File: src/common/mc16_config.svh
`ifndef MC16_CONFIG_SVH
`define MC16_CONFIG_SVH

// ###########################################################################
// Processor sizing
// ###########################################################################

`define DATA_WIDTH    16
`define REG_COUNT     16
`define MEM_ADDR_BITS 8 // 256 words
`define RESET_PC      0

`endif
File: src/common/isa_pkg.sv
package isa_pkg;

    // ###########################################################################
    // Instruction encoding
    // ###########################################################################

    typedef enum logic [3:0]
    {
        ADD  = 4'd0,
        SUB  = 4'd1,
        AND  = 4'd2,
        OR   = 4'd3,
        ADDI = 4'd4,
        LW   = 4'd5,
        SW   = 4'd6,
        BEQ  = 4'd7,
        IN   = 4'd8,
        OUT  = 4'd9,
        HALT = 4'd15 // Unused codes behave the same
    } opcode_t;

    typedef struct packed
    {
        opcode_t    opcode;
        logic [3:0] rd;
        logic [3:0] rs1;
        logic [3:0] rs2;
    } r_fields_t;

    typedef struct packed
    {
        opcode_t           opcode;
        logic [3:0]        rd;   // Store data register for SW
        logic [3:0]        rs1;
        logic signed [3:0] imm4;
    } i_fields_t;

    // One IR word seen through either field layout
    typedef union packed
    {
        r_fields_t r;
        i_fields_t i;
    } instr_u;

    typedef enum logic [1:0]
    {
        ALU_ADD,
        ALU_SUB,
        ALU_AND,
        ALU_OR
    } alu_op_t;

endpackage

File: src/rtl/fetch_stage.sv
`timescale 1ns/10ps
`include "mc16_config.svh"

module fetch_stage
(
    input  logic                      clock,
    input  logic                      rst_n,
    input  logic                      pc_write,
    input  logic                      ir_write,
    input  logic                      iord,
    input  logic [`DATA_WIDTH-1:0]    pc_next,
    input  logic [`DATA_WIDTH-1:0]    alu_out,
    input  logic [`DATA_WIDTH-1:0]    mem_rdata,
    output logic [`DATA_WIDTH-1:0]    pc,
    output logic [`MEM_ADDR_BITS-1:0] mem_addr,
    output isa_pkg::instr_u           instr
);

    always_ff @(posedge clock)
    begin
        if (!rst_n)
            pc <= `DATA_WIDTH'(`RESET_PC);
        else if (pc_write)
            pc <= pc_next;
    end

    always_ff @(posedge clock)
    begin
        if (ir_write)
            instr <= mem_rdata;
    end

    // Data accesses use the address left in ALUOut
    assign mem_addr = iord ? alu_out[`MEM_ADDR_BITS-1:0] : pc[`MEM_ADDR_BITS-1:0];

endmodule

File: config.mk
export PLATFORM = sky130hd
export DESIGN_NAME = fetch_stage
export DESIGN_NICKNAME = d
export VERILOG_FILES = /design/src/common/isa_pkg.sv /design/src/rtl/fetch_stage.sv
export VERILOG_INCLUDE_DIRS = /design/src /design/src/common
export SDC_FILE = /design/constraint.sdc
export NUM_CORES = 1
export LEC_CHECK = 0
export BUFFER_PORTS_ARGS = -buffer_cell sky130_fd_sc_hd__buf_2
export CORE_MARGIN = 2
export CORE_UTILIZATION = 35
export CTS_CLUSTER_DIAMETER = 80
export CTS_CLUSTER_SIZE = 16
export DETAILED_ROUTE_END_ITERATION = 7
export GPL_TIMING_DRIVEN = 0
export PLACE_DENSITY = 0.72
export SLEW_MARGIN = 10
export SYNTH_ARGS = -nofsm -noshare
export SYNTH_HDL_FRONTEND = slang
export SYNTH_SLANG_ARGS = --single-unit
File: constraint.sdc
create_clock -name clock -period 2.75 [get_ports clock]
set_input_delay 0.825 -clock clock [delete_from_list [all_inputs] [get_ports clock]]
set_output_delay 0.825 -clock clock [all_outputs]
set_load 0.02 [all_outputs]
==> results of run 1 <==
final timing paths:
| check | slack, ps | cells after the start | endpoint | startpoint |
|---|---|---|---|---|
| worst max register to register | 2110 | 2 | pc[6] | pc[6] |
| worst min-delay path | 520 | 2 | pc[9] | pc[9] |
| worst min register to register | 520 | 2 | pc[9] | pc[9] |
| worst max-delay path | 380 | 3 | mem_addr[3] | iord |
sequential cells by signal, indices dropped and copies added, names as in the netlist:
name	cells
pc	16
instr	16
power groups by stage:
stage / clock (mW) / sequential (mW) / combinational [mW]
4_1_cts: 0.355 / 0.547 / 0.181
3_3_place_gp: 0 / 0.556 / 0.178
5_1_grt: 0.377 / 0.550 / 0.191
3_5_place_dp: 0 / 0.557 / 0.181
6_report: 0.343 / 0.546 / 0.178
2_1_floorplan: 0 / 0.601 / 0.0590
logic make-up after synthesis:
| group | synth area share (%) |
|---|---|
| flip-flops | 67.23 |
| AND/OR/NAND/NOR | 8.404 |
| multiplexers | 21.01 |
| buffers and inverters | 3.361 |
critical path: cells and delay by family:
kind | cells | cell delay, ps
mux | 1 | 360
buf+inv | 2 | 360
per-layer routing:
metal  global-route usage, %  vias to the layer above  share of wire (%)
li1                        -                      444                  -
met1                   15.56                      411                 39
met2                   20.79                       57                 47
met3                   6.159                        7                 12
met4                   10.00                        0                2.9
met5                       0                        -                  0
final cells by class:
type                            count  area share (%)
Clock inverter                      2           2.019
Multi-Input combinational cell     40           20.19
Sequential cell                    32           46.14
Timing Repair Buffer               82           23.65
Tap cell                           46           3.317
Buffer                              4           2.307
Clock buffer                        6           2.379
placed cells by master, fill, tap and decap left out:
cell type,n
sky130_fd_sc_hd__clkbuf_4,5
sky130_fd_sc_hd__bufinv_16,1
sky130_fd_sc_hd__dfxtp_1,16
sky130_fd_sc_hd__buf_12,1
sky130_fd_sc_hd__edfxtp_1,16
sky130_fd_sc_hd__clkbuf_1,2
sky130_fd_sc_hd__buf_6,1
sky130_fd_sc_hd__nor2b_1,16
sky130_fd_sc_hd__mux2i_1,16
sky130_fd_sc_hd__buf_2,83
sky130_fd_sc_hd__mux2_2,8
sky130_fd_sc_hd__clkinv_2,1
==> report_table.html, run 1 <==
<table>
<tr><th>Metric</th><th>Value</th></tr>
<tr><th colspan="2">Synthesis</th></tr>
<tr><td>Sequential cell area fraction in the yosys report</td><td>67.23%</td></tr>
<tr><td>Leading register cell type out of synthesis</td><td>sky130_fd_sc_hd__edfxtp_1</td></tr>
<tr><td>Syn Nets</td><td>129</td></tr>
<tr><td>Area share of the largest cell type after synthesis</td><td>40.34%</td></tr>
<tr><td>Post-synth cell types</td><td>9</td></tr>
<tr><td>Synth top area cells</td><td>sky130_fd_sc_hd__edfxtp_1, sky130_fd_sc_hd__dfxtp_1, sky130_fd_sc_hd__mux2i_1, sky130_fd_sc_hd__nor2b_1, sky130_fd_sc_hd__mux2_2</td></tr>
<tr><td>Cell taking the most area after synthesis</td><td>sky130_fd_sc_hd__edfxtp_1</td></tr>
<tr><td>EDFF count, synth</td><td>16</td></tr>
<tr><td>Synth cell count leaders</td><td>sky130_fd_sc_hd__dfxtp_1, sky130_fd_sc_hd__edfxtp_1, sky130_fd_sc_hd__mux2i_1, sky130_fd_sc_hd__nor2b_1, sky130_fd_sc_hd__mux2_2</td></tr>
<tr><td>FFs w/ async S/R, synth</td><td>0%</td></tr>
<tr><td>Post-synthesis cell area</td><td>1191 um^2</td></tr>
<tr><td>Mean Syn Cell Area</td><td>15.67 um^2</td></tr>
<tr><td>Post-synthesis instance total</td><td>76</td></tr>
<tr><td>Ys Warns</td><td>0</td></tr>
<tr><td>Number of register bits inferred by synthesis</td><td>32</td></tr>
<tr><th colspan="2">Pwr</th></tr>
<tr><td>Leak pwr</td><td>0.8548 nW</td></tr>
<tr><td>Final Total Pwr</td><td>1.068 mW</td></tr>
<tr><td>Combinational share of power</td><td>16.7%</td></tr>
<tr><td>Power Dens Cells</td><td>615.2 nW/um^2</td></tr>
<tr><td>Peak VDD IR</td><td>0.3135 mV</td></tr>
<tr><td>Part of the total power dissipated in the clock network</td><td>32.2%</td></tr>
<tr><td>Switching share of total power</td><td>24.71%</td></tr>
<tr><td>Share of total power in sequential cells</td><td>51.2%</td></tr>
<tr><td>Switching pwr</td><td>263.8 uW</td></tr>
<tr><td>Internal Dissipation</td><td>803.8 uW</td></tr>
<tr><th colspan="2">Die</th></tr>
<tr><td>Die Y</td><td>62.34 um</td></tr>
<tr><td>Number of rows in the core area</td><td>21</td></tr>
<tr><td>Core Box Area</td><td>3311 um^2</td></tr>
<tr><td>Initial cell density of the core</td><td>35.98%</td></tr>
<tr><td>Die X-Extent</td><td>62.34 um</td></tr>
<tr><td>Area of the die</td><td>3886 um^2</td></tr>
<tr><td>Top Ports</td><td>93</td></tr>
<tr><th colspan="2">Global routing</th></tr>
<tr><td>Largest net degree at the start of global routing</td><td>17</td></tr>
<tr><td>Number of global-route vias before repair</td><td>866</td></tr>
<tr><td>Total track usage</td><td>13.83%</td></tr>
<tr><td>Leftover overflow at the end of global routing</td><td>0</td></tr>
<tr><td>First-pass GRT wire length</td><td>3.988 mm</td></tr>
<tr><td>Number of antenna violations at the first check in global routing</td><td>0</td></tr>
<tr><th colspan="2">Drt</th></tr>
<tr><td>Violation count after the first detailed-routing iteration</td><td>16</td></tr>
<tr><td>Count of nets left with antenna violations after detail routing</td><td>0</td></tr>
<tr><td>Vias after detailed routing</td><td>919</td></tr>
<tr><td>Remaining routing DRC violations</td><td>0</td></tr>
<tr><td>Vias/cell</td><td>4.335</td></tr>
<tr><td>First-pass iteration count of the detailed router</td><td>3</td></tr>
<tr><td>Detailed-route wire length per cell</td><td>11.86 um</td></tr>
<tr><td>Routed Wire Length</td><td>2.515 mm</td></tr>
<tr><th colspan="2">Placement</th></tr>
<tr><td>Number of input and output port buffers inserted</td><td>82</td></tr>
<tr><td>Dpl cell area</td><td>1659 um^2</td></tr>
<tr><td>Final HPWL DP</td><td>1.959 mm</td></tr>
<tr><td>Cell Count Post-Placement</td><td>204</td></tr>
<tr><td>DP Worst Slack</td><td>368.1 ps</td></tr>
<tr><td>Final estimated routing congestion in global placement</td><td>0.6498</td></tr>
<tr><th colspan="2">Min path</th></tr>
<tr><td>Tightest Hold Check Type</td><td>reg2reg</td></tr>
<tr><th colspan="2">Setup path</th></tr>
<tr><td>Crit Path Class</td><td>in2out</td></tr>
<tr><td>Most frequent cell on the critical path</td><td>sky130_fd_sc_hd__buf_2</td></tr>
<tr><td>CP Data Required Time</td><td>1930 ps</td></tr>
<tr><td>Kind of launch point of the worst setup path</td><td>input pin</td></tr>
<tr><td>Critical path peak fanout</td><td>8</td></tr>
<tr><td>Capturing element type of the critical path</td><td>primary output</td></tr>
<tr><td>Data arrival time of the critical path</td><td>1550 ps</td></tr>
<tr><td>Maximum cell stage delay along the critical path</td><td>360 ps</td></tr>
<tr><td>Chain of cells forming the critical path</td><td>buf_2 &gt; mux2_2 &gt; buf_2</td></tr>
<tr><td>Cell with the biggest individual delay on the critical path</td><td>sky130_fd_sc_hd__mux2_2</td></tr>
<tr><th colspan="2">CTS</th></tr>
<tr><td>Clock network latency to the later pin of the worst-skew pair</td><td>330 ps</td></tr>
<tr><td>Sinks on the clock net</td><td>32</td></tr>
<tr><td>Clock-pin slew on the worst setup and hold paths</td><td>90 ps</td></tr>
<tr><td>Number of buffers inserted during clock tree synthesis</td><td>5</td></tr>
<tr><td>TritonCTS clock tree</td><td>built</td></tr>
<tr><td>Bufs on Longest Clock Path</td><td>2</td></tr>
<tr><td>Number of instances resized during post-cts repair</td><td>0</td></tr>
<tr><td>Quantity of hold-fixing buffers added after cts</td><td>0</td></tr>
<tr><td>Post-CTS setup buffer count</td><td>0</td></tr>
<tr><td>H-Tree Depth</td><td>2</td></tr>
<tr><td>Clock tree root driver cell</td><td>sky130_fd_sc_hd__clkbuf_4</td></tr>
<tr><th colspan="2">Run status</th></tr>
<tr><td>Result of the run</td><td>complete, no violations</td></tr>
<tr><th colspan="2">Cells and area</th></tr>
<tr><td>Antenna Cells</td><td>0</td></tr>
<tr><td>Utilization after layout</td><td>52.42%</td></tr>
<tr><td>Summed area of non-filler cells in the final layout</td><td>1735 um^2</td></tr>
<tr><td>Fillcell total</td><td>313</td></tr>
<tr><td>Fraction of final layout cells with drive strength greater than 1</td><td>60.24%</td></tr>
<tr><td>Combined area of the multi-input logic cells</td><td>350.3 um^2</td></tr>
<tr><td>Combined flip-flop and latch cell area</td><td>800.8 um^2</td></tr>
<tr><td>Relative area change from synthesis to final layout</td><td>45.69%</td></tr>
<tr><td>Nets</td><td>218</td></tr>
<tr><td>Non-filler instance count after layout</td><td>212</td></tr>
<tr><th colspan="2">STA</th></tr>
<tr><td>Tightest slew margin relative to the limit</td><td>77.47%</td></tr>
<tr><td>Final-report hold violation count</td><td>0</td></tr>
<tr><td>Number of slew-limit violations in the final report</td><td>0</td></tr>
<tr><td>Fin worst setup slack</td><td>378.6 ps</td></tr>
<tr><td>Slew @ Worst Pin</td><td>337.9 ps</td></tr>
<tr><td>RSZ-0062 raised after global routing</td><td>false</td></tr>
<tr><td>Period utilization</td><td>86.23%</td></tr>
<tr><td>Minimum period implied by the final worst setup slack</td><td>2371 ps</td></tr>
<tr><td>Final Skew</td><td>0 ps</td></tr>
<tr><td>Hold_ws</td><td>520.0 ps</td></tr>
<tr><td>Final setup fails</td><td>0</td></tr>
<tr><td>Total Neg Setup Slack</td><td>0 ps</td></tr>
<tr><td>Maximum clock frequency</td><td>0.4217 GHz</td></tr>
<tr><th colspan="2">Job</th></tr>
<tr><td>Max-cap violation count</td><td>0</td></tr>
</table>
Note: power is estimated with default switching activity, not from simulation.
==> inputs of run 2 (changes only) <==
--- a/config.mk
+++ b/config.mk
@@ -12,7 +12,6 @@
 export CTS_CLUSTER_DIAMETER = 80
 export CTS_CLUSTER_SIZE = 16
 export DETAILED_ROUTE_END_ITERATION = 7
-export GPL_TIMING_DRIVEN = 0
 export PLACE_DENSITY = 0.72
 export SLEW_MARGIN = 10
 export SYNTH_ARGS = -nofsm -noshare
==> run 2 against run 1 <==
Cell count down 0.94%. Clock skew stayed put. Maximum frequency shrank 0.39%. Power decreased by 11%. Global-route usage is 0.083 points lower. Register-to-register slack is essentially flat. Sequential share of layout area rose by 1.6 points. Sequential power hardly changed. Die area is the same. Critical path type unchanged. Largest cell class unchanged.
==> report_table.html, run 2 (same netlist as run 1, synthesis figures left out) <==
<table>
<tr><th>Metric</th><th>Value</th></tr>
<tr><th colspan="2">Die</th></tr>
<tr><td>Core Box Area</td><td>3311 um^2</td></tr>
<tr><td>Number of rows in the core area</td><td>21</td></tr>
<tr><td>Die Y</td><td>62.34 um</td></tr>
<tr><td>Top Ports</td><td>93</td></tr>
<tr><td>Die X-Extent</td><td>62.34 um</td></tr>
<tr><td>Initial cell density of the core</td><td>35.98%</td></tr>
<tr><td>Area of the die</td><td>3886 um^2</td></tr>
<tr><th colspan="2">Setup path</th></tr>
<tr><td>Kind of launch point of the worst setup path</td><td>input pin</td></tr>
<tr><td>Capturing element type of the critical path</td><td>primary output</td></tr>
<tr><td>Critical path peak fanout</td><td>8</td></tr>
<tr><td>Data arrival time of the critical path</td><td>1560 ps</td></tr>
<tr><td>Crit Path Class</td><td>in2out</td></tr>
<tr><td>Flop2flop setup slack</td><td>2120 ps</td></tr>
<tr><td>CP Data Required Time</td><td>1930 ps</td></tr>
<tr><th colspan="2">Min path</th></tr>
<tr><td>Tightest Hold Check Type</td><td>reg2reg</td></tr>
<tr><th colspan="2">CTS</th></tr>
<tr><td>Clock tree root driver cell</td><td>sky130_fd_sc_hd__clkbuf_4</td></tr>
<tr><td>Sinks on the clock net</td><td>32</td></tr>
<tr><td>Clock network latency to the later pin of the worst-skew pair</td><td>310 ps</td></tr>
<tr><td>Number of instances resized during post-cts repair</td><td>0</td></tr>
<tr><td>Post-CTS setup buffer count</td><td>0</td></tr>
<tr><td>TritonCTS clock tree</td><td>built</td></tr>
<tr><td>Bufs on Longest Clock Path</td><td>2</td></tr>
<tr><td>Quantity of hold-fixing buffers added after cts</td><td>0</td></tr>
<tr><td>Number of buffers inserted during clock tree synthesis</td><td>5</td></tr>
<tr><td>Clock-pin slew on the worst setup and hold paths</td><td>80 ps</td></tr>
<tr><td>H-Tree Depth</td><td>2</td></tr>
<tr><th colspan="2">STA</th></tr>
<tr><td>Number of slew-limit violations in the final report</td><td>0</td></tr>
<tr><td>Hold_ws</td><td>520.0 ps</td></tr>
<tr><td>Maximum clock frequency</td><td>0.4201 GHz</td></tr>
<tr><td>Slew @ Worst Pin</td><td>478.3 ps</td></tr>
<tr><td>RSZ-0062 raised after global routing</td><td>false</td></tr>
<tr><td>Final-report hold violation count</td><td>0</td></tr>
<tr><td>Period utilization</td><td>86.57%</td></tr>
<tr><td>Minimum period implied by the final worst setup slack</td><td>2381 ps</td></tr>
<tr><td>Final setup fails</td><td>0</td></tr>
<tr><td>Total Neg Setup Slack</td><td>0 ps</td></tr>
<tr><td>Final Skew</td><td>0 ps</td></tr>
<tr><td>Tightest slew margin relative to the limit</td><td>68.11%</td></tr>
<tr><th colspan="2">Cells and area</th></tr>
<tr><td>Largest registers</td><td>instr x16, pc x16</td></tr>
<tr><td>Fillcell total</td><td>310</td></tr>
<tr><td>Utilization after layout</td><td>50.68%</td></tr>
<tr><td>Leading cell types in the layout, fill and taps excluded</td><td>sky130_fd_sc_hd__buf_2, sky130_fd_sc_hd__mux2i_1, sky130_fd_sc_hd__nor2b_1, sky130_fd_sc_hd__edfxtp_1, sky130_fd_sc_hd__dfxtp_1</td></tr>
<tr><td>Most common library cell in the layout ignoring fill and taps</td><td>sky130_fd_sc_hd__buf_2</td></tr>
<tr><td>Combined area of the multi-input logic cells</td><td>350.3 um^2</td></tr>
<tr><td>Non-filler instance count after layout</td><td>210</td></tr>
<tr><td>Combined flip-flop and latch cell area</td><td>800.8 um^2</td></tr>
<tr><td>Fraction of final layout cells with drive strength greater than 1</td><td>59.15%</td></tr>
<tr><td>Relative area change from synthesis to final layout</td><td>40.86%</td></tr>
<tr><td>Nets</td><td>216</td></tr>
<tr><td>Antenna Cells</td><td>0</td></tr>
<tr><th colspan="2">Drt</th></tr>
<tr><td>Remaining routing DRC violations</td><td>0</td></tr>
<tr><td>Count of nets left with antenna violations after detail routing</td><td>0</td></tr>
<tr><td>Detailed-route wire length per cell</td><td>11.96 um</td></tr>
<tr><td>First-pass iteration count of the detailed router</td><td>4</td></tr>
<tr><td>Violation count after the first detailed-routing iteration</td><td>39</td></tr>
<tr><td>Vias after detailed routing</td><td>911</td></tr>
<tr><td>Routed Wire Length</td><td>2.512 mm</td></tr>
<tr><td>Vias/cell</td><td>4.338</td></tr>
<tr><th colspan="2">Placement</th></tr>
<tr><td>Final HPWL DP</td><td>1.966 mm</td></tr>
<tr><td>Number of input and output port buffers inserted</td><td>84</td></tr>
<tr><td>Cell Count Post-Placement</td><td>202</td></tr>
<tr><td>Final estimated routing congestion in global placement</td><td>0.6813</td></tr>
<tr><th colspan="2">Pwr</th></tr>
<tr><td>Part of the total power dissipated in the clock network</td><td>24.2%</td></tr>
<tr><td>Share of total power in sequential cells</td><td>57.5%</td></tr>
<tr><td>Switching pwr</td><td>244.9 uW</td></tr>
<tr><td>Combinational share of power</td><td>18.3%</td></tr>
<tr><td>Power Dens Cells</td><td>565.5 nW/um^2</td></tr>
<tr><td>Leak pwr</td><td>0.8272 nW</td></tr>
<tr><td>Switching share of total power</td><td>25.82%</td></tr>
<tr><td>Peak VDD IR</td><td>0.2013 mV</td></tr>
<tr><td>Internal Dissipation</td><td>703.9 uW</td></tr>
<tr><td>Final Total Pwr</td><td>948.8 uW</td></tr>
<tr><th colspan="2">Job</th></tr>
<tr><td>Max-cap violation count</td><td>0</td></tr>
<tr><th colspan="2">Run status</th></tr>
<tr><td>Result of the run</td><td>complete, no violations</td></tr>
<tr><th colspan="2">Global routing</th></tr>
<tr><td>Leftover overflow at the end of global routing</td><td>0</td></tr>
<tr><td>Largest net degree at the start of global routing</td><td>17</td></tr>
<tr><td>Number of antenna violations at the first check in global routing</td><td>0</td></tr>
<tr><td>Total track usage</td><td>13.74%</td></tr>
<tr><td>Number of global-route vias before repair</td><td>861</td></tr>
<tr><td>First-pass GRT wire length</td><td>3.988 mm</td></tr>
</table>
[run 2: area by class of cell]
type,instances,share of cell area [%]
clock inverter,2,0.4474
tap,46,3.430
sequential,32,47.73
multi-input combinational,40,20.88
timing repair buffer,84,25.06
clock buffer,6,2.461
[run 2: stage by stage]
step,worst slack (ps),area [um^2]
floorplan,535.5,1191
global placement,367.3,1629
detailed placement,354.9,1629
CTS,353.5,1678
global route,325.5,1678
finish,369.4,1678
[run 2: worst max-delay path, stage by stage]
cell and delay, ps:
sky130_fd_sc_hd__buf_2 200, sky130_fd_sc_hd__mux2_2 360, sky130_fd_sc_hd__buf_2 160
[run 2: worst paths after layout]
check | cells after the start | startpoint | endpoint
hold / removal | 2 | pc[9] | pc[9]
setup / recovery | 3 | iord | mem_addr[3]
setup reg to reg | 2 | pc[12] | pc[12]
hold reg to reg | 2 | pc[9] | pc[9]
[run 2: power groups by stage]
stage	clock, mW	sequential [mW]	combinational, mW
finish	0.230	0.546	0.173
global route	0.266	0.549	0.186
CTS	0.246	0.546	0.176
detailed placement	0	0.557	0.176
global placement	0	0.556	0.173
floorplan	0	0.601	0.0590
[run 2: per-layer routing]
metal	routed length, um	GRT usage, %	vias up
met5	0	0	-
met4	21	9.167	0
met3	258	5.616	2
met2	1239	23.23	55
met1	993	13.90	413
li1	-	-	441
==> inputs of run 3 (changes only) <==
--- a/config.mk
+++ b/config.mk
@@ -8,11 +8,12 @@
 export LEC_CHECK = 0
 export BUFFER_PORTS_ARGS = -buffer_cell sky130_fd_sc_hd__buf_2
 export CORE_MARGIN = 2
-export CORE_UTILIZATION = 35
+export CORE_UTILIZATION = 41
 export CTS_CLUSTER_DIAMETER = 80
 export CTS_CLUSTER_SIZE = 16
 export DETAILED_ROUTE_END_ITERATION = 7
-export PLACE_DENSITY = 0.72
+export MAX_ROUTING_LAYER = met4
+export PLACE_DENSITY = 0.83
 export SLEW_MARGIN = 10
 export SYNTH_ARGS = -nofsm -noshare
 export SYNTH_HDL_FRONTEND = slang
==> run 3 against run 2 <==
First-iteration DRC count fell by 72%. Clock skew stayed put. Worst setup slack better by 26 ps. Maximum frequency grew 1.1%. Combinational power is essentially flat. Final area up 0.52%. Cell count fell by 7.1%. Sequential cell count stayed put. Largest cell class unchanged.
==> report_table.html, run 3 (same netlist as run 1, synthesis figures left out) <==
<table>
<tr><th>Metric</th><th>Value</th></tr>
<tr><th colspan="2">CTS</th></tr>
<tr><td>Quantity of hold-fixing buffers added after cts</td><td>0</td></tr>
<tr><td>Clock network latency to the later pin of the worst-skew pair</td><td>310 ps</td></tr>
<tr><td>Post-CTS setup buffer count</td><td>0</td></tr>
<tr><td>Clock tree root driver cell</td><td>sky130_fd_sc_hd__clkbuf_4</td></tr>
<tr><td>Bufs on Longest Clock Path</td><td>2</td></tr>
<tr><td>Sinks on the clock net</td><td>32</td></tr>
<tr><td>TritonCTS clock tree</td><td>built</td></tr>
<tr><td>Number of instances resized during post-cts repair</td><td>0</td></tr>
<tr><td>Number of buffers inserted during clock tree synthesis</td><td>5</td></tr>
<tr><td>Clock-pin slew on the worst setup and hold paths</td><td>90 ps</td></tr>
<tr><td>H-Tree Depth</td><td>2</td></tr>
<tr><th colspan="2">Global routing</th></tr>
<tr><td>Number of antenna violations at the first check in global routing</td><td>0</td></tr>
<tr><td>Largest net degree at the start of global routing</td><td>17</td></tr>
<tr><td>Number of global-route vias before repair</td><td>867</td></tr>
<tr><td>Leftover overflow at the end of global routing</td><td>0</td></tr>
<tr><td>Total track usage</td><td>16.08%</td></tr>
<tr><td>First-pass GRT wire length</td><td>3.850 mm</td></tr>
<tr><th colspan="2">Cells and area</th></tr>
<tr><td>Summed area of non-filler cells in the final layout</td><td>1687 um^2</td></tr>
<tr><td>Nets</td><td>216</td></tr>
<tr><td>Utilization after layout</td><td>61.16%</td></tr>
<tr><td>Antenna Cells</td><td>0</td></tr>
<tr><td>Relative area change from synthesis to final layout</td><td>41.60%</td></tr>
<tr><td>Leading cell types in the layout, fill and taps excluded</td><td>sky130_fd_sc_hd__buf_2, sky130_fd_sc_hd__mux2i_1, sky130_fd_sc_hd__nor2b_1, sky130_fd_sc_hd__edfxtp_1, sky130_fd_sc_hd__dfxtp_1</td></tr>
<tr><td>Most common library cell in the layout ignoring fill and taps</td><td>sky130_fd_sc_hd__buf_2</td></tr>
<tr><td>Fraction of final layout cells with drive strength greater than 1</td><td>60.37%</td></tr>
<tr><td>Largest registers</td><td>instr x16, pc x16</td></tr>
<tr><th colspan="2">Die</th></tr>
<tr><td>Die Y</td><td>57.90 um</td></tr>
<tr><td>Top Ports</td><td>93</td></tr>
<tr><td>Number of rows in the core area</td><td>19</td></tr>
<tr><td>Die X-Extent</td><td>57.90 um</td></tr>
<tr><td>Area of the die</td><td>3352 um^2</td></tr>
<tr><td>Initial cell density of the core</td><td>43.19%</td></tr>
<tr><td>Core Box Area</td><td>2758 um^2</td></tr>
<tr><th colspan="2">Setup path</th></tr>
<tr><td>Critical path peak fanout</td><td>8</td></tr>
<tr><td>Cell with the biggest individual delay on the critical path</td><td>sky130_fd_sc_hd__mux2_2</td></tr>
<tr><td>Worst path top cell family by delay</td><td>buffers and inverters</td></tr>
<tr><td>R2r startpoint</td><td>pc[2]</td></tr>
<tr><td>Capturing element type of the critical path</td><td>primary output</td></tr>
<tr><td>Startpoint of the worst setup timing path</td><td>iord</td></tr>
<tr><td>Data arrival time of the critical path</td><td>1530 ps</td></tr>
<tr><td>Crit Path Class</td><td>in2out</td></tr>
<tr><td>Maximum cell stage delay along the critical path</td><td>350 ps</td></tr>
<tr><td>Kind of launch point of the worst setup path</td><td>input pin</td></tr>
<tr><td>Chain of cells forming the critical path</td><td>buf_2 &gt; mux2_2 &gt; buf_2</td></tr>
<tr><td>Count of buffering cells on the critical path with inverters included</td><td>2</td></tr>
<tr><td>Flop2flop setup slack</td><td>2100 ps</td></tr>
<tr><td>CP Data Required Time</td><td>1930 ps</td></tr>
<tr><td>Most frequent cell on the critical path</td><td>sky130_fd_sc_hd__buf_2</td></tr>
<tr><th colspan="2">Placement</th></tr>
<tr><td>Final estimated routing congestion in global placement</td><td>0.7060</td></tr>
<tr><td>Number of input and output port buffers inserted</td><td>84</td></tr>
<tr><td>Dpl cell area</td><td>1610 um^2</td></tr>
<tr><td>Final HPWL DP</td><td>1.889 mm</td></tr>
<tr><th colspan="2">Min path</th></tr>
<tr><td>Startpoint of the tightest hold check path</td><td>pc[12]</td></tr>
<tr><td>Tightest Hold Check Type</td><td>reg2reg</td></tr>
<tr><th colspan="2">Drt</th></tr>
<tr><td>Count of nets left with antenna violations after detail routing</td><td>0</td></tr>
<tr><td>Detailed-route wire length per cell</td><td>12.50 um</td></tr>
<tr><td>Remaining routing DRC violations</td><td>0</td></tr>
<tr><td>Vias/cell</td><td>4.600</td></tr>
<tr><td>Routed Wire Length</td><td>2.437 mm</td></tr>
<tr><td>Violation count after the first detailed-routing iteration</td><td>11</td></tr>
<tr><td>Vias after detailed routing</td><td>897</td></tr>
<tr><td>First-pass iteration count of the detailed router</td><td>3</td></tr>
<tr><th colspan="2">STA</th></tr>
<tr><td>Number of slew-limit violations in the final report</td><td>0</td></tr>
<tr><td>Final setup fails</td><td>0</td></tr>
<tr><td>Tightest slew margin relative to the limit</td><td>68.55%</td></tr>
<tr><td>Slew @ Worst Pin</td><td>471.8 ps</td></tr>
<tr><td>Hold_ws</td><td>527.9 ps</td></tr>
<tr><td>Minimum period implied by the final worst setup slack</td><td>2355 ps</td></tr>
<tr><td>RSZ-0062 raised after global routing</td><td>false</td></tr>
<tr><td>Maximum clock frequency</td><td>0.4247 GHz</td></tr>
<tr><td>Final-report hold violation count</td><td>0</td></tr>
<tr><td>Final Skew</td><td>0 ps</td></tr>
<tr><td>Total Neg Setup Slack</td><td>0 ps</td></tr>
<tr><td>Period utilization</td><td>85.63%</td></tr>
<tr><th colspan="2">Pwr</th></tr>
<tr><td>Switching share of total power</td><td>24.29%</td></tr>
<tr><td>Share of total power in sequential cells</td><td>51.8%</td></tr>
<tr><td>Peak VDD IR</td><td>0.4687 mV</td></tr>
<tr><td>Combinational share of power</td><td>16.4%</td></tr>
<tr><td>Internal Dissipation</td><td>799.9 uW</td></tr>
<tr><td>Leak pwr</td><td>0.8421 nW</td></tr>
<tr><td>Part of the total power dissipated in the clock network</td><td>31.9%</td></tr>
<tr><td>Power Dens Cells</td><td>626.4 nW/um^2</td></tr>
<tr><td>Switching pwr</td><td>256.6 uW</td></tr>
<tr><td>Final Total Pwr</td><td>1.056 mW</td></tr>
<tr><th colspan="2">Job</th></tr>
<tr><td>Max-cap violation count</td><td>0</td></tr>
<tr><th colspan="2">Run status</th></tr>
<tr><td>Result of the run</td><td>complete, no violations</td></tr>
</table>
==> run 3: cell count changes in the layout (fill, tap and decap cells not counted), sizes merged <==
| cell | before | now |
|---|---|---|
| clkinv | 2 | 1 |
| bufinv | 0 | 1 |
==> run 3: worst paths after layout <==
check | end | depth (start not counted)
worst min-delay path | pc[12] | 2
worst min register to register | pc[12] | 2
worst max register to register | pc[2] | 2
worst max-delay path | mem_addr[2] | 3
==> run 3: final cells by class <==
type	instances	area [um^2]
clock buffer	6	41.29
clock inverter	2	35.03
fill	243	1071
multi-input combinational	40	350.3
sequential	32	800.8
tap	31	38.79
timing repair buffer	84	420.4
==> run 3: power groups by stage <==
stage               combinational (mW)  clock, mW  sequential, mW
CTS                              0.175      0.350           0.547
global route                     0.185      0.370           0.551
floorplan                       0.0590          0           0.601
detailed placement               0.175          0           0.558
finish                           0.173      0.337           0.547
global placement                 0.171          0           0.557
==> run 3: metrics by stage <==
step | std cells | setup slack, ps
after floorplan | 76 | 535.5
final | 195 | 395.3
after global placement | 187 | 397.8
after global routing | 195 | 358.9
after CTS | 195 | 389.8
after detailed placement | 187 | 391.6
==> run 3: tightest hold or removal path: cells and delay by family (launching register included) <==
kind / cells / cell delay [ps]
DFF: 1 / 340
and+or+nand+nor: 1 / 100
muxes: 1 / 60
==> run 3: metal layers <==
layer,global-route usage [%],share of wire [%]
met1,16.45,39
met2,26.79,46
met3,6.920,13
met4,6.977,1.7
met5,-,0
